`config.mk`:
```
export PLATFORM = sky130hd
export DESIGN_NAME = core_glue_top
export DESIGN_NICKNAME = d
export VERILOG_FILES = /design/src/design/core_cfg_pkg.sv /design/src/design/mem_pkg.sv /design/src/design/core_glue_top.sv /design/src/design/reset_ctrl.sv /design/src/design/sd_select.sv /design/src/design/tape_ctrl.sv /design/src/design/video_cfg.sv
export SDC_FILE = /design/constraint.sdc
export NUM_CORES = 1
export LEC_CHECK = 0
export ABC_AREA = 0
export BUFFER_PORTS_ARGS = -buffer_cell sky130_fd_sc_hd__buf_2
export CORE_AREA = 2 2 122 124
export DETAILED_ROUTE_END_ITERATION = 6
export DIE_AREA = 0 0 124 126
export PLACE_DENSITY_LB_ADDON = 0.3
export SLEW_MARGIN = 25
export SYNTH_ARGS = -nofsm -noshare
export SYNTH_HDL_FRONTEND = slang
export SYNTH_HIERARCHICAL = 1
export SYNTH_SLANG_ARGS = --single-unit
```
`constraint.sdc`:
```
create_clock -name clock_bus -period 4.9 [get_ports clock_bus]
set_input_delay 0.245 -clock clock_bus [delete_from_list [all_inputs] [get_ports clock_bus]]
set_output_delay 0.245 -clock clock_bus [all_outputs]
set_load 0.005 [all_outputs]
```
`src/design/core_cfg_pkg.sv`:
```
// Menu and video configuration definitions
//   Status word type and bit positions of the menu fields
//   Aspect, scale and ratio types
//   Default aspect ratio and 1080p crop constants
//   Download index of a cassette file

package core_cfg_pkg;

   // ====================
   // Types
   // ====================

   // Menu status word from the host
   typedef logic [63:0] status_t;

   // Aspect menu field, 0 means original ratio
   typedef logic [1:0] aspect_t;

   // Scandoubler effect field
   typedef logic [2:0] scale_t;

   // Aspect ratio or crop height for the scaler
   typedef logic [11:0] ratio_t;

   // ====================
   // Status bit positions
   // ====================

   localparam int st_reset       = 0;
   localparam int st_aspect_lo   = 1;
   localparam int st_scale_lo    = 3;
   localparam int st_rewind      = 9;
   localparam int st_detach      = 10;
   localparam int st_reset_mount = 12;
   localparam int st_reset_close = 21;
   localparam int st_cas_src     = 40;

   // Original 4:3 aspect
   localparam ratio_t arx_default = 12'd4;
   localparam ratio_t ary_default = 12'd3;

   // Crop height and output size for 1080p
   localparam ratio_t      crop_216     = 12'd216;
   localparam logic [11:0] hdmi_w_1080p = 12'd1920;
   localparam logic [11:0] hdmi_h_1080p = 12'd1080;

   // Cassette file slot in the download menu
   localparam logic [5:0] cas_file_index = 6'd5;

endpackage

```
`src/design/mem_pkg.sv`:
```
// Memory side definitions
//   DDR3 byte address and image size types
//   SD activity counter type and default hold time

package mem_pkg;

   // ====================
   // Types
   // ====================

   // Byte address on the DDR3 read port
   typedef logic [27:0] ddr_addr_t;

   // Size of a mounted image in bytes
   typedef logic [63:0] img_size_t;

   // Cycles since the last SPI data edge
   typedef logic [31:0] act_count_t;

   // Roughly 50 ms at the system clock
   localparam int unsigned act_hold_default = 1000000;

endpackage

```
`src/design/core_glue_top.sv`:
```
// Glue logic around the MSX core
//   Reset generation, SD card routing, cassette control
//   DDR3 read port sharing and video settings decode

`timescale 1ns/1ps

module core_glue_top #(
   parameter int unsigned act_hold_cycles = mem_pkg::act_hold_default
) (
   input  logic                  clock_bus,
   input  logic                  rst_n,
   input  logic                  board_reset,
   input  core_cfg_pkg::status_t status,
   input  logic                  upload_reset,
   input  logic                  img_mounted_sd,
   input  logic                  img_mounted_fdd,
   input  mem_pkg::img_size_t    img_size,
   input  logic                  fdc_enable,
   input  logic                  spi_clk,
   input  logic                  spi_mosi,
   input  logic                  sd_miso,
   input  logic                  vsd_miso,
   input  logic                  ioctl_download,
   input  logic [5:0]            ioctl_index,
   input  logic                  motor,
   input  logic                  cas_dout,
   input  logic                  tape_adc,
   input  logic                  tape_adc_act,
   input  logic                  dl_request,
   input  mem_pkg::ddr_addr_t    dl_addr,
   input  logic                  dl_rd,
   input  mem_pkg::ddr_addr_t    cas_addr,
   input  logic                  cas_rd,
   input  logic                  forced_scandoubler,
   input  logic [11:0]           hdmi_width,
   input  logic [11:0]           hdmi_height,
   output logic                  hard_reset,
   output logic                  core_reset,
   output logic                  sd_cs,
   output logic                  sd_sck,
   output logic                  sd_mosi,
   output logic                  spi_miso,
   output logic                  led_user,
   output logic [1:0]            led_disk,
   output logic                  tape_in,
   output logic                  cas_load,
   output logic                  play,
   output logic                  rewind,
   output mem_pkg::ddr_addr_t    ddr3_addr,
   output logic                  ddr3_rd,
   output logic [1:0]            vga_sl,
   output logic                  scandoubler,
   output logic                  hq2x,
   output core_cfg_pkg::ratio_t  arx,
   output core_cfg_pkg::ratio_t  ary,
   output core_cfg_pkg::ratio_t  crop_size
);

   reset_ctrl i_reset_ctrl (
      .clock_bus       (clock_bus),
      .rst_n           (rst_n),
      .board_reset     (board_reset),
      .status          (status),
      .upload_reset    (upload_reset),
      .img_mounted_fdd (img_mounted_fdd),
      .fdc_enable      (fdc_enable),
      .hard_reset      (hard_reset),
      .core_reset      (core_reset)
   );

   sd_select #(
      .act_hold_cycles (act_hold_cycles)
   ) i_sd_select (
      .clock_bus       (clock_bus),
      .rst_n           (rst_n),
      .img_mounted_sd  (img_mounted_sd),
      .img_size        (img_size),
      .spi_clk         (spi_clk),
      .spi_mosi        (spi_mosi),
      .sd_miso         (sd_miso),
      .vsd_miso        (vsd_miso),
      .sd_cs           (sd_cs),
      .sd_sck          (sd_sck),
      .sd_mosi         (sd_mosi),
      .spi_miso        (spi_miso),
      .led_user        (led_user),
      .led_disk        (led_disk)
   );

   // Core reset also rewinds the tape
   tape_ctrl i_tape_ctrl (
      .clock_bus       (clock_bus),
      .rst_n           (rst_n),
      .core_reset      (core_reset),
      .status          (status),
      .ioctl_download  (ioctl_download),
      .ioctl_index     (ioctl_index),
      .motor           (motor),
      .cas_dout        (cas_dout),
      .tape_adc        (tape_adc),
      .tape_adc_act    (tape_adc_act),
      .dl_request      (dl_request),
      .dl_addr         (dl_addr),
      .dl_rd           (dl_rd),
      .cas_addr        (cas_addr),
      .cas_rd          (cas_rd),
      .tape_in         (tape_in),
      .cas_load        (cas_load),
      .play            (play),
      .rewind          (rewind),
      .ddr3_addr       (ddr3_addr),
      .ddr3_rd         (ddr3_rd)
   );

   video_cfg i_video_cfg (
      .clock_bus          (clock_bus),
      .rst_n              (rst_n),
      .status             (status),
      .forced_scandoubler (forced_scandoubler),
      .hdmi_width         (hdmi_width),
      .hdmi_height        (hdmi_height),
      .vga_sl             (vga_sl),
      .scandoubler        (scandoubler),
      .hq2x               (hq2x),
      .arx                (arx),
      .ary                (ary),
      .crop_size          (crop_size)
   );

endmodule

```
`src/design/reset_ctrl.sv`:
```
// Reset generation
//   Hard reset from board, menu and upload engine
//   Core reset adds detach, reset-close and reset after disk mount

`timescale 1ns/1ps

module reset_ctrl (
   input  logic                  clock_bus,
   input  logic                  rst_n,
   input  logic                  board_reset,
   input  core_cfg_pkg::status_t status,
   input  logic                  upload_reset,
   input  logic                  img_mounted_fdd,
   input  logic                  fdc_enable,
   output logic                  hard_reset,
   output logic                  core_reset
);

   import core_cfg_pkg::*;

   logic hard_req;
   logic mount_req;
   logic core_req;

   // Sources that also clear the loaded configuration
   assign hard_req = board_reset | status[st_reset] | upload_reset;

   // Disk mount reset needs the floppy controller present
   assign mount_req = status[st_reset_mount] & img_mounted_fdd & fdc_enable;

   assign core_req = hard_req
                   | status[st_detach]
                   | status[st_reset_close]
                   | mount_req;

   // Both levels held high while rst_n is low
   always_ff @(posedge clock_bus) begin
      if (!rst_n) begin
         hard_reset <= 1'b1;
         core_reset <= 1'b1;
      end else begin
         hard_reset <= hard_req;
         core_reset <= core_req;
      end
   end

endmodule

```
`src/design/sd_select.sv`:
```
// SD card selection
//   Virtual card select latched on image mount
//   SPI routing to the physical or virtual card
//   Activity counter for the user and disk LEDs

`timescale 1ns/1ps

module sd_select #(
   parameter int unsigned act_hold_cycles = mem_pkg::act_hold_default
) (
   input  logic                clock_bus,
   input  logic                rst_n,
   input  logic                img_mounted_sd,
   input  mem_pkg::img_size_t  img_size,
   input  logic                spi_clk,
   input  logic                spi_mosi,
   input  logic                sd_miso,
   input  logic                vsd_miso,
   output logic                sd_cs,
   output logic                sd_sck,
   output logic                sd_mosi,
   output logic                spi_miso,
   output logic                led_user,
   output logic [1:0]          led_disk
);

   import mem_pkg::*;

   localparam act_count_t hold_count = act_count_t'(act_hold_cycles);

   logic       vsd_sel;
   logic       sel_miso;
   logic       old_mosi;
   logic       old_miso;
   logic       sd_act;
   act_count_t act_count;

   // ====================
   // Card select
   // ====================

   // Zero size on mount means the image was removed
   always_ff @(posedge clock_bus) begin
      if (!rst_n) begin
         vsd_sel <= 1'b0;
      end else if (img_mounted_sd) begin
         vsd_sel <= |img_size;
      end
   end

   assign sel_miso = vsd_sel ? vsd_miso : sd_miso;
   assign spi_miso = sel_miso;

   // Physical card idle while the image is in use
   assign sd_cs   = vsd_sel;
   assign sd_sck  = spi_clk & ~vsd_sel;
   assign sd_mosi = spi_mosi & ~vsd_sel;

   // ====================
   // Activity
   // ====================

   // Previous data line levels for edge detection
   always_ff @(posedge clock_bus) begin
      if (!rst_n) begin
         old_mosi <= 1'b0;
         old_miso <= 1'b0;
      end else begin
         old_mosi <= spi_mosi;
         old_miso <= sel_miso;
      end
   end

   // Count up to the hold value, restart on any data edge
   always_ff @(posedge clock_bus) begin
      if (!rst_n) begin
         act_count <= hold_count;
         sd_act    <= 1'b0;
      end else begin
         sd_act <= 1'b0;
         if (act_count < hold_count) begin
            act_count <= act_count + act_count_t'(1);
            sd_act    <= 1'b1;
         end
         if ((old_mosi ^ spi_mosi) | (old_miso ^ sel_miso)) begin
            act_count <= '0;
         end
      end
   end

   assign led_user = vsd_sel & sd_act;
   assign led_disk = {1'b1, ~vsd_sel & sd_act};

endmodule

```
`src/design/tape_ctrl.sv`:
```
// Cassette control
//   Cassette loaded latch on end of a CAS download
//   Play, rewind and tape input selection
//   DDR3 read port shared between download engine and tape player

`timescale 1ns/1ps

module tape_ctrl (
   input  logic                  clock_bus,
   input  logic                  rst_n,
   input  logic                  core_reset,
   input  core_cfg_pkg::status_t status,
   input  logic                  ioctl_download,
   input  logic [5:0]            ioctl_index,
   input  logic                  motor,
   input  logic                  cas_dout,
   input  logic                  tape_adc,
   input  logic                  tape_adc_act,
   input  logic                  dl_request,
   input  mem_pkg::ddr_addr_t    dl_addr,
   input  logic                  dl_rd,
   input  mem_pkg::ddr_addr_t    cas_addr,
   input  logic                  cas_rd,
   output logic                  tape_in,
   output logic                  cas_load,
   output logic                  play,
   output logic                  rewind,
   output mem_pkg::ddr_addr_t    ddr3_addr,
   output logic                  ddr3_rd
);

   import core_cfg_pkg::*;

   logic cas_active;
   logic cas_active_q;

   // ====================
   // Cassette load
   // ====================

   assign cas_active = ioctl_download & (ioctl_index == cas_file_index);

   // Falling edge of the CAS download marks a tape in place
   always_ff @(posedge clock_bus) begin
      if (!rst_n) begin
         cas_active_q <= 1'b0;
         cas_load     <= 1'b0;
      end else begin
         cas_active_q <= cas_active;
         if (cas_active_q & ~cas_active) begin
            cas_load <= 1'b1;
         end
      end
   end

   // Motor relay is active low
   assign play   = ~motor & cas_load;
   assign rewind = status[st_rewind] | cas_active | core_reset;

   // File player or ADC comparator
   assign tape_in = status[st_cas_src] ? (tape_adc & tape_adc_act) : cas_dout;

   // ====================
   // DDR3 read port
   // ====================

   assign ddr3_addr = dl_request ? dl_addr : cas_addr;
   assign ddr3_rd   = dl_request ? dl_rd : cas_rd;

endmodule

```
`src/design/video_cfg.sv`:
```
// Video settings decode
//   Scanline level, scandoubler and hq2x from the effect field
//   Aspect ratio from the aspect field
//   216-line crop for 1080p output

`timescale 1ns/1ps

module video_cfg (
   input  logic                  clock_bus,
   input  logic                  rst_n,
   input  core_cfg_pkg::status_t status,
   input  logic                  forced_scandoubler,
   input  logic [11:0]           hdmi_width,
   input  logic [11:0]           hdmi_height,
   output logic [1:0]            vga_sl,
   output logic                  scandoubler,
   output logic                  hq2x,
   output core_cfg_pkg::ratio_t  arx,
   output core_cfg_pkg::ratio_t  ary,
   output core_cfg_pkg::ratio_t  crop_size
);

   import core_cfg_pkg::*;

   aspect_t ar;
   scale_t  scale;
   scale_t  sl;
   logic    is_1080p;

   assign ar    = status[st_aspect_lo +: $bits(aspect_t)];
   assign scale = status[st_scale_lo +: $bits(scale_t)];

   // ====================
   // Scaler controls
   // ====================

   // Effect 0 is none, 1 is hq2x, 2 and up are CRT levels
   assign sl          = (scale != '0) ? scale - scale_t'(1) : '0;
   assign vga_sl      = sl[1:0];
   assign hq2x        = (scale == scale_t'(1));
   assign scandoubler = forced_scandoubler | (scale != '0);

   // Non-zero aspect selects a custom ratio slot
   assign arx = (ar == '0) ? arx_default : ratio_t'(ar - aspect_t'(1));
   assign ary = (ar == '0) ? ary_default : '0;

   // ====================
   // 1080p crop
   // ====================

   assign is_1080p = (hdmi_width == hdmi_w_1080p) && (hdmi_height == hdmi_h_1080p);

   always_ff @(posedge clock_bus) begin
      if (!rst_n) begin
         crop_size <= '0;
      end else if (is_1080p && !scandoubler) begin
         crop_size <= crop_216;
      end else begin
         crop_size <= '0;
      end
   end

endmodule

```
# Word-level counts from Yosys, hierarchy flattened
# Index checks and enable logic that the tools add are counted.
# classes
add_sub_neg	3
mul	0
div_mod_pow	0
order_cmp	1
eq_ne	4
shifts	0
mux	11
n_bitwise	25
n_reduce_logical	8
# op_table
cell	count
OR reduction 64 bit	1
2-to-1 mux 20 bit	2
adder 32 x 1 -> 32 bit (second input constant)	1
< comparator 32 x 20 -> 1 bit (second input constant)	1
2-to-1 mux 28 bit	1
equality test 12 x 11 -> 1 bit (second input constant)	2
2-to-1 mux 12 bit	1
bitwise AND 1 bit	10
bitwise OR 1 bit	9
2-to-1 mux 8 bit	1
equality test 6 x 3 -> 1 bit (second input constant)	1
2-to-1 mux 1 bit	4
2-to-1 mux 2 bit	2
NOT 1 bit	4
equality test 3 x 1 -> 1 bit (second input constant)	1
nonzero test 3 bit	1
subtractor 2 x 1 -> 3 bit (second input constant)	1
logical AND 1 bit	2
zero test 2 bit	1
nonzero test 2 bit	1
OR reduction 2 bit	1
subtractor 2 x 1 -> 2 bit (second input constant)	1
bitwise XOR 1 bit	2
zero test 1 bit	1
# word_totals
reg_bits	52
latch_bits	0
ramBits	0
rom_bits	0
out_inout_bits	82
wordCells	63
n_memories	0

# Logic depth before layout (Yosys ltp)
# depth
depth_word	5
mapped_depth	6

# By module
# The synthesis kept the hierarchy.
# modules_own_cells
module	instances	cells_per_inst	area_each_um2	seq_area_each_um2
sd_select	1	199	1757.9	720.7
tape_ctrl	1	46	462.9	40.0
video_cfg	1	55	399.1	20.0
reset_ctrl	1	5	71.3	40.0

# Worst setup path after synthesis
# Ideal clock, no wire load.
# synth_timing
path_kind	reg-to-reg
from	reg i_sd_select.vsd_sel (netlist: i_sd_select/sd_cs)
to	reg i_sd_select.act_count[12]
setup_ps	59
t_arrival_ps	1770
required_time_ps	4841
path_slack_ps	3071
stages_incl_launch_ff	7
path_buffers	1
path_cell_list	dfxtp_1 -> mux2i_2 -> xnor2_1 -> or2_1 -> buf_2 -> or4_1 -> nand2_1
# synth_between
elab_chain_cells	4
# synth_rtl
element	line_no	text
start: declaration	sd_select.sv:31	logic vsd_sel;
start signal: assignment	sd_select.sv:47	vsd_sel <= |img_size;
2-to-1 mux 1 bit	sd_select.sv:51	assign sel_miso = vsd_sel ? vsd_miso : sd_miso;
bitwise XOR 1 bit	sd_select.sv:85	if ((old_mosi ^ spi_mosi) | (old_miso ^ sel_miso)) begin
bitwise OR 1 bit	sd_select.sv:85	
OR reduction 2 bit (no line)	-	
end signal: assignment	sd_select.sv:77	act_count <= hold_count;
end signal: assignment	sd_select.sv:82	act_count <= act_count + act_count_t'(1);
end: declaration	sd_select.sv:36	act_count_t act_count;
# No other way between the ends.
# A chain may end at the register's enable or synchronous reset.

# Worst setup path in the final report
# Same ends and word-level chain as after synthesis.

==> summary.md <==
| Metric | Value |
|---|---|
| Outcome | `completed` |
| Commonest non-fill, non-tap cell in the layout | `buf_2` |
| Post-CTS setup buffer count | `0` |
| Worst min path class | `input pin to flop` |
| Final Util | `0.285` |
| Vias in the first global route | `2930` |
| Max Root-Sink Buffers | `2` |
| Clock sinks | `41` |
| RSZ-0062 raised after global routing | `false` |
| Port bufs | `approximately 230` |
| Top cell type's share of synthesized area | `0.305` |
| DRT Pass-1 Iters | `4` |
| Full die area | `15600 um2` |
| Critical path class | `flop to flop` |
| Endpoint class of the critical path | `flop` |
| Setup TNS | `0 ps` |
| Combinational share of power | `0.203` |
| Mapped Area | `between 2000 and 3000 um2` |
| F_max | `approximately 440 MHz` |
| Syn avg cell area | `8.82 um2` |
| Relative slew slack | `0.493` |
| Max Slew Vio Count | `0` |
| Count of cell types in the netlist | `55` |
| Pleak | `0.00192 uW` |
| Gr usage total | `0.131` |
| Fin crit share | `0.463` |
| Drt total wl | `10700 um` |
| Final setup vio count | `0` |
| Hold Buf Count CTS | `0` |
| Core area | `around 14000 um2` |
| Sw power | `218 uW` |
| Worst-Skew Late Latency | `280 ps` |
| Register area share after synthesis | `0.305` |
| Post-DP HPWL | `9340 um` |
| Via count | `3020` |
| Via density | `approximately 4.2` |
| Residual DRC count | `0` |
| Synth area leaders | `dfxtp_1, buf_4, mux2_2` |
| Crit start category | `flop` |
| Commonest cells after routing, fill and taps aside | `buf_2, dfxtp_1, conb_1, nor2_1, mux2_2` |
| Leading area contributor after synthesis | `dfxtp_1` |
| Pint | `about 700 uW` |
| Worst path cell trace | `mux2i_2 -> xnor2_1 -> or2_1 -> or4_1 -> nand2_1` |
| Max incr delay on CP | `570 ps` |
| Layout area overhead | `51.5%` |
| TritonCTS clock tree | `built` |
| Arr. time, crit path | `2490 ps` |
| DR WL/cell | `14.9 um` |
| Ratio of cells with drive above 1 in the final layout | `0.516` |
| Yosys warns | `6` |
| ANT nets after route | `0` |
| Post-synthesis cell count | `305` |
| Worst endpoint required time | `5120 ps` |
| Minimum clock period | `2270 ps` |
| Fin. Hold Viols | `0` |
| Crit path max fanout | `17` |
| Maximum VDD drop | `0.160 mV` |
| Initial core utilization | `0.188` |
| Pwr per Cell Area | `roughly 220 nW/um2` |
| Clock group share of total power | `0.413` |
| Resized cells post-CTS | `0` |
| Drt initial violations | `59` |
| Reg clk slew, reported paths | `60 ps` |
| Final nets | `765` |
| H-tree depth | `2` |
| Flop pwr share | `0.383` |
| Grt ovf | `0` |
| Initial antenna violation count | `1` |
| Least-Margin Pin Slew | `754 ps` |
| Post-synth ARST share | `0` |
| TritonCTS Buffers | `5` |
| Sw Share | `0.238` |
| Total of max-cap violations | `0` |
| Synth Flop Type | `dfxtp_1` |
| Placer's final routability congestion estimate | `around 0.83` |
| I/O pin count | `316` |
| CP max-delay cell | `dfxtp_1` |
| EDFF count, synth | `0` |
| Site Rows | `44` |
| Largest net degree at the start of global routing | `30` |
| Worst-case clock skew | `roughly 5.6 ps` |
| Post-synthesis register bit count | `41` |
| Diodes inserted | `0` |
| DIE HEIGHT | `about 130 um` |
| Die X | `roughly 120 um` |
| CTS root buffer | `clkbuf_16` |
| First-pass GRT wire length | `between 15000 and 20000 um` |
[power groups by stage]
stage | registers [uW] | logic [uW] | clock network (uW)
floorplan | 355 | 87.4 | 0
global placement | 357 | 182 | 0
detailed placement | 358 | 186 | 0
CTS | 350 | 186 | 385
global route | 352 | 203 | 398
finish | 350 | 186 | 378
[final timing paths]
| check | from | end | cells past startpoint | slack [ps] |
|---|---|---|---|---|
| setup reg to reg | i_sd_select/sd_cs$_SDFFE_PN0P_ | i_sd_select/act_count[12]$_SDFFE_PP0N_ | 5 | 2630 |
| hold / removal | status[21] | i_reset_ctrl/core_reset$_SDFF_PN1_ | 2 | 170 |
| hold reg to reg | i_sd_select/act_count[29]$_SDFFE_PP0N_ | i_sd_select/act_count[29]$_SDFFE_PP0N_ | 1 | 480 |
| setup / recovery | i_sd_select/sd_cs$_SDFFE_PN0P_ | i_sd_select/act_count[12]$_SDFFE_PP0N_ | 5 | 2630 |
[synth_stat cells (all sizes together) (4+ instances only)]
cell type / number
a2111oi: 6
nand2: 15
dfxtp: 41
nor2b: 7
clkbuf: 4
a21oi: 7
inv: 8
nor3: 4
nor4: 23
mux2: 29
buf: 38
o21ai: 12
and2: 18
a211oi: 4
xnor2: 11
nand4: 8
nand3: 9
nor2: 20
[per-stage QoR]
stage | hold slack (ps) | area [um2] | power [uW] | setup slack [ps] | cells
CTS | 162 | 4080 | 922 | 2580 | 715
finish | 166 | 4080 | 914 | 2630 | 715
detailed placement | 453 | 3900 | 543 | 2600 | 707
global placement | 454 | 3900 | 540 | 2640 | 707
global route | 167 | 4080 | 953 | 2460 | 715
floorplan | 364 | 2790 | 442 | 3070 | 331
[worst max-delay path: cells and delay by family, from the launching register on]
kind | cells | cell delay, ps
and+or+nand+nor | 3 | 1120
xor gates and xnor gates | 1 | 180
DFF | 1 | 570
muxes | 1 | 330
[per-layer routing]
layer  up-vias  GRT usage  share of wire
li1       1507          -              -
met1      1367      0.137           0.37
met2       127      0.243           0.53
met3        19     0.0299          0.058
met4         0     0.0621          0.045
met5         -          0              0
[layout make-up]
type	instances	area, um2
Timing Repair Buffer	234	1170
Sequential cell	41	821
Multi-Input combinational cell	240	1650
Clock buffer	7	143
Tap cell	184	230
Clock inverter	1	30.0
Inverter	8	30.0
Fill cell	1528	10200
[kinds of logic after synthesis]
| kind of cell | Yosys count | synth area share |
|---|---|---|
| flops | 41 | 0.305 |
| mux | 32 | 0.134 |
| buf+inv | 50 | 0.118 |
| xor+xnor | 11 | 0.0358 |
| other cells | 2 | 0.00279 |
| fa+ha+maj | 1 | 0.00465 |
| simple gates | 128 | 0.294 |
| compound gates | 40 | 0.106 |
[flip-flops by register name, summed over array words and instances, names as in the netlist]
name and count:
i_sd_select/act_count 32, i_sd_select/sd_act 1, i_tape_ctrl/cas_active_q 1, i_reset_ctrl/core_reset 1, i_tape_ctrl/cas_load 1, i_sd_select/old_miso 1, i_reset_ctrl/hard_reset 1, i_sd_select/old_mosi 1
i_sd_select/sd_cs 1, i_video_cfg/crop_size 1
Note: power is estimated with default switching activity, not from simulation.
